[src/design/dds_lab_pkg.sv]
package dds_lab_pkg;

   //////////////////////////////
   // bus and lfsr widths
   //////////////////////////////
   localparam int AXIL_ADDR_W = 4;
   localparam int AXIL_DATA_W = 32;
   localparam int LFSR_W      = 5;

   typedef enum logic [1:0] {
      WAVE_SAW      = 2'd0,
      WAVE_SQUARE   = 2'd1,
      WAVE_TRIANGLE = 2'd2
   } wave_e;

   typedef enum logic [1:0] {
      MOD_NONE = 2'd0,
      MOD_ASK  = 2'd1,
      MOD_FSK  = 2'd2,
      MOD_BPSK = 2'd3
   } mod_e;

   typedef enum logic [1:0] {
      ST_IDLE       = 2'd0,
      ST_WRITE_RESP = 2'd1,
      ST_READ_DATA  = 2'd2
   } axil_state_e;

   // register map in byte offsets
   localparam logic [AXIL_ADDR_W-1:0] REG_CTRL     = 4'h0;  // wave 1..0, mod 3..2
   localparam logic [AXIL_ADDR_W-1:0] REG_TUNING   = 4'h4;
   localparam logic [AXIL_ADDR_W-1:0] REG_TICK_DIV = 4'h8;
   localparam logic [AXIL_ADDR_W-1:0] REG_STATUS   = 4'hC;  // read only

   localparam logic [LFSR_W-1:0] LFSR_SEED        = 5'b00001;
   localparam logic [31:0]       DEFAULT_TICK_DIV = 32'd25_000_000;  // 1 Hz at 25 MHz
   localparam logic [31:0]       DEFAULT_TUNING   = 32'h0000_0102;

   localparam logic [1:0] RESP_OKAY   = 2'b00;
   localparam logic [1:0] RESP_SLVERR = 2'b10;

endpackage

[src/design/ctrl_regs_axil.sv]
`timescale 1ns/1ps

module ctrl_regs_axil (
   input  logic                                 CLK_25MHZ,
   input  logic                                 reset_from_key,
   input  logic [dds_lab_pkg::AXIL_ADDR_W-1:0]  s_axil_awaddr,
   input  logic                                 s_axil_awvalid,
   output logic                                 s_axil_awready,
   input  logic [dds_lab_pkg::AXIL_DATA_W-1:0]  s_axil_wdata,
   input  logic                                 s_axil_wvalid,
   output logic                                 s_axil_wready,
   output logic [1:0]                           s_axil_bresp,
   output logic                                 s_axil_bvalid,
   input  logic                                 s_axil_bready,
   input  logic [dds_lab_pkg::AXIL_ADDR_W-1:0]  s_axil_araddr,
   input  logic                                 s_axil_arvalid,
   output logic                                 s_axil_arready,
   output logic [dds_lab_pkg::AXIL_DATA_W-1:0]  s_axil_rdata,
   output logic [1:0]                           s_axil_rresp,
   output logic                                 s_axil_rvalid,
   input  logic                                 s_axil_rready,
   input  logic [dds_lab_pkg::LFSR_W-1:0]       lfsr_value,
   output dds_lab_pkg::wave_e                   wave_sel,
   output dds_lab_pkg::mod_e                    mod_sel,
   output logic [dds_lab_pkg::AXIL_DATA_W-1:0]  tuning_word,
   output logic [dds_lab_pkg::AXIL_DATA_W-1:0]  tick_div,
   output logic                                 tick_div_write
);

   dds_lab_pkg::axil_state_e             state;
   logic [dds_lab_pkg::AXIL_DATA_W-1:0]  ctrl_reg;
   logic                                 wr_hs;
   logic                                 rd_hs;
   logic                                 wr_ok;

   // write takes priority when both channels are up
   assign wr_hs = (state == dds_lab_pkg::ST_IDLE) && s_axil_awvalid && s_axil_wvalid;
   assign rd_hs = (state == dds_lab_pkg::ST_IDLE) && s_axil_arvalid
                  && !(s_axil_awvalid && s_axil_wvalid);
   assign wr_ok = (s_axil_awaddr == dds_lab_pkg::REG_CTRL)
                  || (s_axil_awaddr == dds_lab_pkg::REG_TUNING)
                  || (s_axil_awaddr == dds_lab_pkg::REG_TICK_DIV);

   assign s_axil_awready = wr_hs;
   assign s_axil_wready  = wr_hs;
   assign s_axil_arready = rd_hs;
   assign s_axil_bvalid  = (state == dds_lab_pkg::ST_WRITE_RESP);
   assign s_axil_rvalid  = (state == dds_lab_pkg::ST_READ_DATA);

   assign wave_sel = dds_lab_pkg::wave_e'(ctrl_reg[1:0]);
   assign mod_sel  = dds_lab_pkg::mod_e'(ctrl_reg[3:2]);

   //////////////////////////////
   // fsm and config registers
   //////////////////////////////
   always_ff @(posedge CLK_25MHZ)
   begin
      if (reset_from_key)
      begin
         state          <= dds_lab_pkg::ST_IDLE;
         ctrl_reg       <= '0;  // saw, no modulation
         tuning_word    <= dds_lab_pkg::DEFAULT_TUNING;
         tick_div       <= dds_lab_pkg::DEFAULT_TICK_DIV;
         tick_div_write <= 1'b0;
      end
      else
      begin
         tick_div_write <= 1'b0;
         case (state)
            dds_lab_pkg::ST_IDLE:
            begin
               if (wr_hs)
               begin
                  state <= dds_lab_pkg::ST_WRITE_RESP;
                  if (s_axil_awaddr == dds_lab_pkg::REG_CTRL)
                     ctrl_reg <= s_axil_wdata;
                  if (s_axil_awaddr == dds_lab_pkg::REG_TUNING)
                     tuning_word <= s_axil_wdata;
                  if (s_axil_awaddr == dds_lab_pkg::REG_TICK_DIV)
                  begin
                     tick_div       <= s_axil_wdata;
                     tick_div_write <= 1'b1;  // restarts the timer
                  end
               end
               else if (rd_hs)
                  state <= dds_lab_pkg::ST_READ_DATA;
            end
            dds_lab_pkg::ST_WRITE_RESP:
               if (s_axil_bready) state <= dds_lab_pkg::ST_IDLE;
            dds_lab_pkg::ST_READ_DATA:
               if (s_axil_rready) state <= dds_lab_pkg::ST_IDLE;
            default:
               state <= dds_lab_pkg::ST_IDLE;
         endcase
      end
   end

   // response payload captured at the handshake
   always_ff @(posedge CLK_25MHZ)
   begin
      if (wr_hs)
         s_axil_bresp <= wr_ok ? dds_lab_pkg::RESP_OKAY : dds_lab_pkg::RESP_SLVERR;
      if (rd_hs)
      begin
         s_axil_rresp <= dds_lab_pkg::RESP_OKAY;
         case (s_axil_araddr)
            dds_lab_pkg::REG_CTRL:     s_axil_rdata <= ctrl_reg;
            dds_lab_pkg::REG_TUNING:   s_axil_rdata <= tuning_word;
            dds_lab_pkg::REG_TICK_DIV: s_axil_rdata <= tick_div;
            dds_lab_pkg::REG_STATUS:
               s_axil_rdata <= {{(dds_lab_pkg::AXIL_DATA_W-dds_lab_pkg::LFSR_W){1'b0}},
                                lfsr_value};
            default:
            begin
               s_axil_rdata <= '0;
               s_axil_rresp <= dds_lab_pkg::RESP_SLVERR;
            end
         endcase
      end
   end

   // responses stay up under back-pressure
   assert property (@(posedge CLK_25MHZ) disable iff (reset_from_key)
      s_axil_bvalid && !s_axil_bready |=> s_axil_bvalid && $stable(s_axil_bresp));
   assert property (@(posedge CLK_25MHZ) disable iff (reset_from_key)
      s_axil_rvalid && !s_axil_rready |=> s_axil_rvalid && $stable(s_axil_rdata));

endmodule

[src/design/tick_timer.sv]
`timescale 1ns/1ps

module tick_timer (
   input  logic                                 CLK_25MHZ,
   input  logic                                 reset_from_key,
   input  logic [dds_lab_pkg::AXIL_DATA_W-1:0]  tick_div,
   input  logic                                 tick_div_write,
   output logic                                 tick
);

   logic [dds_lab_pkg::AXIL_DATA_W-1:0] count;
   logic [dds_lab_pkg::AXIL_DATA_W-1:0] reload;

   // divisors below 2 run as 2
   assign reload = (tick_div < 2) ? 1 : tick_div - 1;

   always_ff @(posedge CLK_25MHZ)
   begin
      if (reset_from_key || tick_div_write)
      begin
         count <= reload;  // fresh period
         tick  <= 1'b0;
      end
      else if (count == '0)
      begin
         count <= reload;
         tick  <= 1'b1;
      end
      else
      begin
         count <= count - 1'b1;
         tick  <= 1'b0;
      end
   end

   assert property (@(posedge CLK_25MHZ) disable iff (reset_from_key)
      tick |=> !tick);

endmodule

[src/design/lfsr5.sv]
`timescale 1ns/1ps

module lfsr5 (
   input  logic                            CLK_25MHZ,
   input  logic                            reset_from_key,
   input  logic                            tick,
   output logic [dds_lab_pkg::LFSR_W-1:0]  lfsr_value
);

   logic feedback;

   // taps 4 and 2 give the full 31-state cycle
   assign feedback = lfsr_value[4] ^ lfsr_value[2];

   always_ff @(posedge CLK_25MHZ)
   begin
      if (reset_from_key)
         lfsr_value <= dds_lab_pkg::LFSR_SEED;
      else if (tick)
         lfsr_value <= {lfsr_value[dds_lab_pkg::LFSR_W-2:0], feedback};
   end

   // all-zero would lock up
   assert property (@(posedge CLK_25MHZ) disable iff (reset_from_key)
      lfsr_value != '0);

endmodule

[src/design/dds_core.sv]
`timescale 1ns/1ps

module dds_core #(
   parameter int PHASE_W  = 32,
   parameter int SAMPLE_W = 12
) (
   input  logic                CLK_25MHZ,
   input  logic                reset_from_key,
   input  dds_lab_pkg::wave_e  wave_sel,
   input  logic [PHASE_W-1:0]  phase_inc,
   input  logic [PHASE_W-1:0]  phase_offset,
   output logic [SAMPLE_W-1:0] sample
);

   logic [PHASE_W-1:0]  phase_acc;
   logic [PHASE_W-1:0]  phase_sum;
   logic [SAMPLE_W-1:0] top_bits;
   logic [SAMPLE_W-1:0] doubled;
   logic [SAMPLE_W-1:0] shaped;

   //////////////////////////////
   // phase accumulator
   //////////////////////////////
   always_ff @(posedge CLK_25MHZ)
   begin
      if (reset_from_key)
         phase_acc <= '0;
      else
         phase_acc <= phase_acc + phase_inc;  // wraps naturally
   end

   assign phase_sum = phase_acc + phase_offset;
   assign top_bits  = phase_sum[PHASE_W-1 -: SAMPLE_W];
   assign doubled   = {top_bits[SAMPLE_W-2:0], 1'b0};

   // carrier shaping
   always_comb
   begin
      case (wave_sel)
         dds_lab_pkg::WAVE_SQUARE:
            shaped = {SAMPLE_W{top_bits[SAMPLE_W-1]}};
         dds_lab_pkg::WAVE_TRIANGLE:
            shaped = top_bits[SAMPLE_W-1] ? ~doubled : doubled;  // falling half
         default:
            shaped = top_bits;  // saw and the spare code
      endcase
   end

   always_ff @(posedge CLK_25MHZ)
   begin
      sample <= shaped;
   end

endmodule

[src/design/modulator.sv]
`timescale 1ns/1ps

module modulator #(
   parameter int PHASE_W  = 32,
   parameter int SAMPLE_W = 12
) (
   input  logic                                 CLK_25MHZ,
   input  logic                                 reset_from_key,
   input  dds_lab_pkg::mod_e                    mod_sel,
   input  logic [dds_lab_pkg::AXIL_DATA_W-1:0]  tuning_word,
   input  logic                                 lfsr_bit,
   input  logic [SAMPLE_W-1:0]                  sample,
   output logic [PHASE_W-1:0]                   phase_inc,
   output logic [PHASE_W-1:0]                   phase_offset,
   output logic [SAMPLE_W-1:0]                  wave_out
);

   localparam logic [SAMPLE_W-1:0] MIDSCALE   = {1'b1, {(SAMPLE_W-1){1'b0}}};
   localparam logic [PHASE_W-1:0]  HALF_CYCLE = {1'b1, {(PHASE_W-1){1'b0}}};

   logic [PHASE_W-1:0] base_inc;
   logic               lfsr_bit_d;  // lines up with the dds sample

   assign base_inc = PHASE_W'(tuning_word);

   // fsk doubles the step, bpsk flips the phase
   assign phase_inc = (mod_sel == dds_lab_pkg::MOD_FSK && lfsr_bit) ? base_inc << 1
                                                                    : base_inc;
   assign phase_offset = (mod_sel == dds_lab_pkg::MOD_BPSK && lfsr_bit) ? HALF_CYCLE
                                                                        : '0;

   //////////////////////////////
   // output stage
   //////////////////////////////
   always_ff @(posedge CLK_25MHZ)
   begin
      if (reset_from_key)
      begin
         lfsr_bit_d <= 1'b0;
         wave_out   <= MIDSCALE;
      end
      else
      begin
         lfsr_bit_d <= lfsr_bit;
         if (mod_sel == dds_lab_pkg::MOD_ASK && !lfsr_bit_d)
            wave_out <= MIDSCALE;  // carrier off
         else
            wave_out <= sample;
      end
   end

endmodule

[src/design/dds_lab_top.sv]
`timescale 1ns/1ps

module dds_lab_top #(
   parameter int PHASE_W  = 32,
   parameter int SAMPLE_W = 12
) (
   input  logic                                 CLK_25MHZ,
   input  logic                                 reset_from_key,
   input  logic [dds_lab_pkg::AXIL_ADDR_W-1:0]  s_axil_awaddr,
   input  logic                                 s_axil_awvalid,
   output logic                                 s_axil_awready,
   input  logic [dds_lab_pkg::AXIL_DATA_W-1:0]  s_axil_wdata,
   input  logic                                 s_axil_wvalid,
   output logic                                 s_axil_wready,
   output logic [1:0]                           s_axil_bresp,
   output logic                                 s_axil_bvalid,
   input  logic                                 s_axil_bready,
   input  logic [dds_lab_pkg::AXIL_ADDR_W-1:0]  s_axil_araddr,
   input  logic                                 s_axil_arvalid,
   output logic                                 s_axil_arready,
   output logic [dds_lab_pkg::AXIL_DATA_W-1:0]  s_axil_rdata,
   output logic [1:0]                           s_axil_rresp,
   output logic                                 s_axil_rvalid,
   input  logic                                 s_axil_rready,
   output logic [SAMPLE_W-1:0]                  wave_out,
   output logic [dds_lab_pkg::LFSR_W-1:0]       lfsr_out,
   output logic                                 tick
);

   // configuration from the register block
   dds_lab_pkg::wave_e                   wave_sel;
   dds_lab_pkg::mod_e                    mod_sel;
   logic [dds_lab_pkg::AXIL_DATA_W-1:0]  tuning_word;
   logic [dds_lab_pkg::AXIL_DATA_W-1:0]  tick_div;
   logic                                 tick_div_write;

   // nco datapath
   logic [PHASE_W-1:0]   phase_inc;
   logic [PHASE_W-1:0]   phase_offset;
   logic [SAMPLE_W-1:0]  sample;

   ctrl_regs_axil i_ctrl_regs_axil (
      .lfsr_value (lfsr_out),
      .*
   );

   tick_timer i_tick_timer (.*);

   lfsr5 i_lfsr5 (
      .lfsr_value (lfsr_out),
      .*
   );

   dds_core #(
      .PHASE_W  (PHASE_W),
      .SAMPLE_W (SAMPLE_W)
   ) i_dds_core (.*);

   modulator #(
      .PHASE_W  (PHASE_W),
      .SAMPLE_W (SAMPLE_W)
   ) i_modulator (
      .lfsr_bit (lfsr_out[0]),  // modulating bit
      .*
   );

endmodule

[config.mk]
export PLATFORM = sky130hd
export DESIGN_NAME = dds_lab_top
export DESIGN_NICKNAME = d
export VERILOG_FILES = /design/src/design/dds_lab_pkg.sv /design/src/design/ctrl_regs_axil.sv /design/src/design/tick_timer.sv /design/src/design/lfsr5.sv /design/src/design/dds_core.sv /design/src/design/modulator.sv /design/src/design/dds_lab_top.sv
export SDC_FILE = /design/constraint.sdc
export NUM_CORES = 1
export LEC_CHECK = 0
export ABC_AREA = 0
export ABC_CLOCK_PERIOD_IN_PS = 4600
export BUFFER_PORTS_ARGS = -buffer_cell sky130_fd_sc_hd__buf_2
export CAP_MARGIN = 20
export CORE_MARGIN = 5
export CORE_UTILIZATION = 45
export CTS_CLUSTER_SIZE = 40
export DETAILED_ROUTE_END_ITERATION = 16
export HOLD_SLACK_MARGIN = 0.15
export PLACE_DENSITY_LB_ADDON = 0.05
export SKIP_CTS_REPAIR_TIMING = 1
export SLEW_MARGIN = 20
export SYNTH_ARGS = -nofsm -noshare
export SYNTH_HDL_FRONTEND = slang
export SYNTH_HIERARCHICAL = 1
export SYNTH_SLANG_ARGS = --single-unit
[constraint.sdc]
create_clock -name CLK_25MHZ -period 4.6 [get_ports CLK_25MHZ]
set_clock_uncertainty 0.2 [all_clocks]
set_input_delay 0.23 -clock CLK_25MHZ [delete_from_list [all_inputs] [get_ports CLK_25MHZ]]
set_output_delay 0.23 -clock CLK_25MHZ [all_outputs]
set_load 0.01 [all_outputs]
# --- Yosys cells after proc, flatten, opt, wreduce, memory -nomap -nowiden ---
# Cells that the tools add are included.
word_totals:
  out_inout_bits: 59
  elab_cells: 80
  reg_bits: 230
op_classes:
  n_addsub: 4
  bitwise: 4
  reduce_logical: 24
  n_lt_le_gt_ge: 1
  n_eq_ne: 15
  n_mux: 17
ops:
  columns: ["operator", "count"]
  rows:
  - ["32-bit two-way mux", 5]
  - ["32-bit one-hot mux with 4 select lines", 1]
  - ["32-bit adder", 2]
  - ["32-bit by 1-bit subtractor with 32-bit output (second input constant)", 2]
  - ["32-bit logical NOT", 1]
  - ["32-bit by 2-bit < comparator with 1-bit output (second input constant)", 1]
  - ["12-bit one-hot mux with 2 select lines", 1]
  - ["4-bit equality test (second input constant)", 3]
  - ["12-bit two-way mux", 1]
  - ["2-bit two-way mux", 6]
  - ["12-bit inverter", 1]
  - ["3-bit AND reduction", 4]
  - ["2-bit equality test (second input constant)", 4]
  - ["4-bit by 3-bit equality test with 1-bit output (second input constant)", 2]
  - ["1-bit logical AND", 8]
  - ["4-bit logical NOT", 2]
  - ["2-bit by 1-bit equality test with 1-bit output (second input constant)", 3]
  - ["2-bit one-hot mux with 3 select lines", 1]
  - ["2-bit by 1-bit != test with 1-bit output (second input constant)", 2]
  - ["4-bit OR reduction", 1]
  - ["1-bit logical OR", 3]
  - ["3-bit != test (second input constant)", 1]
  - ["3-bit OR reduction", 1]
  - ["1-bit logical NOT", 2]
  - ["5 further kinds", 7]

# --- Logic depth before layout (Yosys ltp) ---
# Gate-level depths: netlist (run 1).
logic_depth:
  word_depth: 7
  depth_mapped: 16

# --- By module ---
# The synthesis (run 1) kept the hierarchy.
by_module_without_submodules:
  columns: ["mod", "area_per_inst_um2", "seq_area_each_um2", "cells_per_inst", "instances"]
  rows:
  - ["ctrl_regs_axil", 5713.0, 3002.9, 580, 1]
  - ["dds_core", 4146.5, 880.8, 516, 1]
  - ["tick_timer", 2142.1, 660.6, 257, 1]
  - ["modulator", 1132.3, 260.2, 98, 1]
  - ["lfsr5", 186.4, 100.1, 18, 1]

# --- Least setup slack after synthesis (run 1) ---
# Ideal clock, no wire load.
synth_timing:
  path_type: "reg2reg"
  from: "reg i_ctrl_regs_axil.state[1]"
  to: "reg i_ctrl_regs_axil/s_axil_rdata[0] (netlist name) (enable)"
  t_required_ps: 3926
  path_buffers: 0
  arrival_ps: 2831
  setup_ps: 474
  stages_incl_launch_ff: 2
  setup_slack_ps: 1095
  cell_sequence: "dfxtp_1 -> nor3_1"
synth_between:
  elab_chain_len: 3
synth_rtl:
  columns: ["element", "line", "source"]
  rows:
  - ["from (decl)", "ctrl_regs_axil.sv:30", "dds_lab_pkg::axil_state_e state;"]
  - ["from (signal assigned)", "ctrl_regs_axil.sv:60", "state <= dds_lab_pkg::ST_IDLE;"]
  - ["from (signal assigned)", "ctrl_regs_axil.sv:74", "state <= dds_lab_pkg::ST_WRITE_RESP;"]
  - ["from (signal assigned)", "ctrl_regs_axil.sv:86", "state <= dds_lab_pkg::ST_READ_DATA;"]
  - ["2-bit logical NOT", "ctrl_regs_axil.sv:38", "assign rd_hs = (state == dds_lab_pkg::ST_IDLE) && s_axil_arvalid"]
  - ["1-bit logical AND", "ctrl_regs_axil.sv:38", null]
  - ["1-bit logical AND", "ctrl_regs_axil.sv:39", "&& !(s_axil_awvalid && s_axil_wvalid);"]
  - ["via s_axil_arready", "dds_lab_top.sv:20", "output logic s_axil_arready,"]
  - ["to (signal assigned)", "ctrl_regs_axil.sv:107", "dds_lab_pkg::REG_CTRL: s_axil_rdata <= ctrl_reg;"]
  - ["to (signal assigned)", "ctrl_regs_axil.sv:108", "dds_lab_pkg::REG_TUNING: s_axil_rdata <= tuning_word;"]
  - ["to (signal assigned)", "ctrl_regs_axil.sv:109", "dds_lab_pkg::REG_TICK_DIV: s_axil_rdata <= tick_div;"]
  - ["to (decl)", "ctrl_regs_axil.sv:18", "output logic [dds_lab_pkg::AXIL_DATA_W-1:0] s_axil_rdata,"]
# The timed path passes the listed nets, and every way through them passes these cells.
# A chain may end at the register's enable or synchronous reset.

# --- Worst setup path after layout (run 1) ---
layout_timing:
  from: "reg i_ctrl_regs_axil/ctrl_reg[2] (netlist name)"
  to: "reg i_dds_core.phase_acc[31]"
layout_between:
  elab_chain_len: 4
layout_rtl:
  columns: ["element", "line", "source"]
  rows:
  - ["from (decl)", "ctrl_regs_axil.sv:31", "logic [dds_lab_pkg::AXIL_DATA_W-1:0] ctrl_reg;"]
  - ["from (signal assigned)", "ctrl_regs_axil.sv:76", "ctrl_reg <= s_axil_wdata;"]
  - ["2-bit equality test", "modulator.sv:27", "assign phase_inc = (mod_sel == dds_lab_pkg::MOD_FSK && lfsr_bit) ? base_inc << 1"]
  - ["1-bit logical AND", "modulator.sv:27", null]
  - ["32-bit two-way mux", "modulator.sv:27", null]
  - ["via phase_inc[14]", "dds_lab_top.sv:38", "logic [PHASE_W-1:0] phase_inc;"]
  - ["32-bit adder", "dds_core.sv:29", "phase_acc <= phase_acc + phase_inc;"]
  - ["to (signal assigned)", "dds_core.sv:29", null]
  - ["to (decl)", "dds_core.sv:15", "logic [PHASE_W-1:0] phase_acc;"]
# The timed path passes the listed nets, and every way through them passes these cells.

==> results of run 1 <==
-- where the power goes --
group	switching, mW	leakage [nW]	internal [mW]
clock network	0.849	0.430	1.34
registers	0.0370	1.90	2.09
logic	0.268	3.85	0.177
-- worst max-delay path by stage --
| stage | from | to | slack (ps) | depth (start not counted) |
|---|---|---|---|---|
| after floorplan | i_ctrl_regs_axil/state[1]$_SDFFE_PP0P_ | i_ctrl_regs_axil/s_axil_rdata[0]$_DFFE_PP_ | 1090 | 1 |
| after CTS | i_ctrl_regs_axil/ctrl_reg[2]$_SDFFE_PP0P_ | i_dds_core/phase_acc[31]$_SDFF_PP0_ | 640 | 13 |
| after global placement | i_ctrl_regs_axil/ctrl_reg[2]$_SDFFE_PP0P_ | i_dds_core/phase_acc[31]$_SDFF_PP0_ | 800 | 13 |
| after global routing | i_ctrl_regs_axil/ctrl_reg[2]$_SDFFE_PP0P_ | i_dds_core/phase_acc[31]$_SDFF_PP0_ | 410 | 13 |
| after detailed placement | i_ctrl_regs_axil/ctrl_reg[2]$_SDFFE_PP0P_ | i_dds_core/phase_acc[31]$_SDFF_PP0_ | 670 | 13 |
| final | i_ctrl_regs_axil/ctrl_reg[2]$_SDFFE_PP0P_ | i_dds_core/phase_acc[31]$_SDFF_PP0_ | 650 | 13 |
-- cell usage after synthesis (4+ instances only) --
cell type    n
a211oi_1    13
a21o_1      17
a21oi_1    108
a221o_1      5
a222oi_1    27
a31oi_1      4
and2_1       4
and3_1      10
buf_1        7
buf_2       29
buf_4       45
buf_6        6
clkbuf_1    29
dfxtp_1    194
edfxtp_1    34
ha_1        66
inv_1       50
mux2_4      29
mux2i_1     52
nand2_1     51
nand2b_1    50
nand3_1     89
nand3b_1     5
nand4_1     10
nand4b_1     5
nor2_1     112
nor2b_1     11
nor3_1      32
nor3b_1     18
nor4_1      26
o211ai_1     9
o21a_1       4
o21ai_0     34
o21ai_1     64
o21bai_1     6
o22ai_1     31
o31ai_1      5
or3_1       12
or4_1       11
xnor2_1     57
xor2_1      33
-- layer usage --
metal	up-vias	share of wire [%]	track usage, %	wire, um
met5	-	0	0	0
met4	0	2.3	5.16	881
met3	42	5.5	3.03	2090
met2	321	47	36.1	17500
met1	5283	46	30.1	17100
li1	5534	-	-	-
-- metrics by stage --
stage	setup slack, ps	util (%)	hold WS, ps	total power [mW]
after global routing	410	52.0	166	4.95
after CTS	638	50.4	-252	4.78
after global placement	803	47.3	221	2.58
after detailed placement	666	47.3	219	2.58
final	655	52.0	176	4.76
after floorplan	1090	-	102	2.45
-- cell families (layout without fill, tap and decap cells) --
group           Yosys count  in the layout  synth area share, %
mux                      84             84                 7.43
other cells               2             33               0.0564
simple gates            472            472                 19.3
xor+xnor                 90             90                 5.92
buf+inv                 170            268                 6.92
flops                   228            228                 36.8
fa+ha+maj                67             67                 6.35
compound gates          356            356                 17.2
-- worst max-delay path: stages (launching register included) --
cell	delay [ps]
dfxtp_1	400
nand3b_4	330
buf_4	370
mux2_4	330
ha_1	350
a21o_1	210
a21o_1	170
a21oi_1	180
o21ai_0	100
a21oi_1	200
and2_1	210
o21ai_0	160
a41oi_1	270
mux2_2	350
-- cell type report --
| class | instances | area share, % |
|---|---|---|
| Inverter | 51 | 1.25 |
| Clock buffer | 35 | 4.81 |
| Clock inverter | 13 | 1.12 |
| Timing Repair Buffer | 169 | 7.41 |
| Tap cell | 390 | 3.19 |
| Multi-Input combinational cell | 1102 | 50.2 |
| Sequential cell | 228 | 32.1 |
==> results.md, run 1 <==
- HPWL Detailed: ~26000 um
- I/O pin count: 106
- Sequential standard cell area: 4900 um2
- Post-route DRC: 0
- CP Data Required Time: ~4800 ps
- Port bufs: 103
- Largest net degree at the start of global routing: between 70 and 80
- Hold Path Origin: s_axil_araddr[2]
- Critical path fanouts, max: 18
- Post-route insts no fill: 1988
- Post-synth EDFFs: 34
- Fin Setup TNS: 0 ps
- Clock sinks: 228
- Die height: 182 um
- Hold WC Path Type: input port to register
- Vias in the first global route: 10668
- Most frequent cells in the layout: 194 x dfxtp_1, 112 x nor2_1, 108 x a21oi_1
- FF-to-FF setup slack: 650 ps
- RR Startpoint: i_ctrl_regs_axil/ctrl_reg[2]$_SDFFE_PP0P_
- Die Area: 33100 um2
- Setup Viol. Count Final: 0
- Crit. End Element: register
- Top cell type's share of synthesized area: 29.2%
- Root buffer cell: clkbuf_16
- Worst Max-Slew Pin Slew: 981 ps
- Clk_lat worst skew: 530 ps
- Synth unique cells: 86
- Die X: approximately 180 um
- Final #Nets: roughly 1700
- Number of synthesized register bits: 228
- ANT cells: 0
- Routed length per placed instance: between 15 and 20 um
- Htree depth: 1
- Most common cell after layout, fill and taps aside: dfxtp_1
- Via count: 11180
- Setup repair after global routing missed its margin: false
- Placed inst area: 13900 um2
- Slew margin rel.: 34.3%
- Crit Reg-Reg Endpoint: i_dds_core/phase_acc[31]$_SDFF_PP0_
- First-pass GRT wire length: 58900 um
- Initial antenna violation count: 0
- Mapped Area: ~13000 um2
- Total leakage power: 6.19 nW
- Max-cap viol count: 0
- Area of the multi-input gates: 7670 um2
- Fin. Hold Viols: 0
- Startpoint types: register
- Largest cells by area after synthesis: dfxtp_1 29%, edfxtp_1 7.7%, ha_1 6.2%
- Cell taking the most area after synthesis: dfxtp_1
- Seq/Total Area, Yosys: 36.8%
- Peak VDD IR: 0.252 mV
- Share of layout cells above drive strength 1: 13.8%
- Clk slew on worst S/H paths: 60 ps
- Placer Congestion: 0.863
- Mapped Cells: 1469
- Placement Rows: 63
- PD cells: 311 nW/um2
- Hold EP: i_ctrl_regs_axil/s_axil_rdata[4]$_DFFE_PP_
- Syn Area/Cell: about 9.1 um2
- Core footprint: 29400 um2
- Placed Cells: 1892
- Slew Limit Fails: 0
- CP Class: register to register
- Top FF cell, synth: dfxtp_1
- Period Utilization, post-route: between 80% and 90%
- CTS tree: yes
- Warnings from Yosys: 6
- Async SR Flop Fraction: 0%
- WP data arrival: 4160 ps
- Total Routing Usage GR: 21.8%
- Initial drt markers: roughly 840
- Initial core utilization: 45.3%
- Tmin final: 3950 ps
- Pre-Repair DR Iteration Count: 8
- Post-route cell area: 15300 um2
- Vias/cell: 5.62
- Routed Antenna Nets: 0
- Routed Wire Length: 37600 um
- Status: complete, no violations
- P&R area growth vs syn: 14.8%
- Worst R2R Path Depth: 13
- Layout fillers: 2786
- Num CTS Buffers: 26
- Fmax: approximately 250 MHz
- WHS Path Cells: 4
- Global route overflow: 0
- Clk buf depth: 3
Power figures use the tool's default switching activity.
==> inputs of run 2 (changes only) <==
--- a/config.mk
+++ b/config.mk
@@ -14,6 +14,7 @@
 export CTS_CLUSTER_SIZE = 40
 export DETAILED_ROUTE_END_ITERATION = 16
 export HOLD_SLACK_MARGIN = 0.15
+export MAX_ROUTING_LAYER = met4
 export PLACE_DENSITY_LB_ADDON = 0.05
 export SKIP_CTS_REPAIR_TIMING = 1
 export SLEW_MARGIN = 20
==> run 2 against run 1 <==
Register-to-register slack got worse by 20 ps. Largest power group unchanged. Clock power about the same. Total power barely moved. Worst setup slack worse by 15 ps. Die area stayed put.
==> results.md, run 2 (same netlist as run 1, synthesis figures left out) <==
- Fmax: 253 MHz
- P&R area growth vs syn: 14.8%
- Cell Chain, Critical Path: nand3b_4 -> buf_4 -> mux2_4 -> ha_1 -> a21o_1 -> a21o_1 -> a21oi_1 -> o21ai_0 -> a21oi_1 -> and2_1 -> o21ai_0 -> a41oi_1 -> mux2_2
- Clk buf depth: 3
- Critical path fanouts, max: 18
- CP peak stage delay: about 400 ps
- Slew margin rel.: between 30% and 40%
- Clock power share: 46.1%
- Placement Rows: 63
- CTS tree: yes
- Die Area: 33100 um2
- Power share of the sequential group: 44.6%
- CP Class: register to register
- Htree depth: 1
- Max-cap viol count: 0
- Setup Viol. Count Final: 0
- Clk_lat worst skew: between 500 and 600 ps
- Routed Antenna Nets: 0
- Setup repair after global routing missed its margin: false
- Fin Setup TNS: 0 ps
- WP data arrival: about 4200 ps
- Core footprint: approximately 29000 um2
- Routed Wire Length: 37600 um
- Pre-Repair DR Iteration Count: 6
- Hold WC Path Type: input port to register
- Period Utilization, post-route: 86.1%
- Clock sinks: 228
- Routed length per placed instance: 18.9 um
- Die X: 182 um
- I/O pin count: 106
- Post-route DRC: 0
- WHS: 174 ps
- Most common cell after layout, fill and taps aside: dfxtp_1
- Initial core utilization: between 40% and 50%
- Vias/cell: between 5 and 6
- Crit. End Element: register
- Port bufs: roughly 100
- PD cells: 311 nW/um2
- CP max stage cell: dfxtp_1
- Peak VDD IR: 0.251 mV
- Most frequent cells in the layout: 194 x dfxtp_1, 112 x nor2_1, 108 x a21oi_1
- Status: complete, no violations
- Family with the most delay on the worst path: compound AO/OA/AOI/OAI gates
- HPWL Detailed: 26100 um
- Total leakage power: 6.19 nW
- Slew Limit Fails: 0
- Layout fillers: about 2800
- Worst Path Buf+Inv: 1
- Cell-internal power: around 3.6 mW
- Share of layout cells above drive strength 1: 13.8%
- Net Sw Power: 1.16 mW
- Global route overflow: 0
- CP Data Required Time: 4820 ps
- Via count: 11192
- Startpoint types: register
- Num CTS Buffers: 26
- Final #Nets: 1692
- Fin. Hold Viols: 0
- Tmin final: 3960 ps
- ANT cells: 0
- Initial drt markers: 745
- Largest net degree at the start of global routing: 78
- Initial antenna violation count: 0
- Area of the multi-input gates: 7670 um2
- Die height: between 150 and 200 um
- Sequential standard cell area: 4900 um2
- Comb pwr share: 9.3%
- Worst Max-Slew Pin Slew: 997 ps
- Sw frac: between 20% and 30%
- First-pass GRT wire length: 58900 um
- Vias in the first global route: 10672
- Total Routing Usage GR: between 20% and 30%
- Final Util: 52.0%
- Clk slew on worst S/H paths: 60 ps
- Placer Congestion: 0.879
- Root buffer cell: clkbuf_16
- FF-to-FF setup slack: 640 ps
## run 2: cell counts in the layout (fill, tap and decap cells not counted)
Identical to the previous run, type by type.
## run 2: metal layers
layer | vias to the layer above | share of wire, % | GRT usage [%]
met5 | - | 0 | -
met4 | 0 | 2.3 | 5.16
met3 | 46 | 5.1 | 2.95
met2 | 305 | 47 | 36.2
met1 | 5302 | 46 | 30.2
li1 | 5539 | - | -
## run 2: tightest hold or removal path: cells and delay by family
family,cells,cell delay (ps)
buffers and inverters,1,200
muxes,1,150
AOI/OAI and AO/OA,1,120
and+or+nand+nor,1,90
## run 2: through the flow
stage	cells	cell area (um2)	power (mW)	setup slack, ps
after global routing	1988	15300	4.95	410
final	1988	15300	4.76	640
after CTS	1940	14800	4.78	638
after floorplan	1500	13400	2.45	1090
after global placement	1892	13900	2.58	803
after detailed placement	1892	13900	2.58	666
## run 2: final cells by class
cell class | instances | share of cell area [%]
Clock buffer | 35 | 4.81
Clock inverter | 13 | 1.12
Timing Repair Buffer | 169 | 7.41
Inverter | 51 | 1.25
Multi-Input combinational cell | 1102 | 50.2
Tap cell | 390 | 3.19
Sequential cell | 228 | 32.1
## run 2: worst paths after layout
check | from | depth (start not counted) | end
worst max-delay path | i_ctrl_regs_axil/ctrl_reg[2]$_SDFFE_PP0P_ | 13 | i_dds_core/phase_acc[31]$_SDFF_PP0_
worst min-delay path | s_axil_araddr[2] | 4 | i_ctrl_regs_axil/s_axil_rdata[4]$_DFFE_PP_
worst max register to register | i_ctrl_regs_axil/ctrl_reg[2]$_SDFFE_PP0P_ | 13 | i_dds_core/phase_acc[31]$_SDFF_PP0_
worst min register to register | i_dds_core/sample[11]$_DFF_P_ | 1 | i_modulator/wave_out[11]$_SDFF_PP1_
## run 2: power groups by stage
stage,registers [mW],logic (mW),clock network [mW]
5_1_grt,2.13,0.491,2.33
6_report,2.12,0.445,2.19
3_3_place_gp,2.17,0.410,0
3_5_place_dp,2.17,0.413,0
2_1_floorplan,2.17,0.279,0
4_1_cts,2.12,0.415,2.24
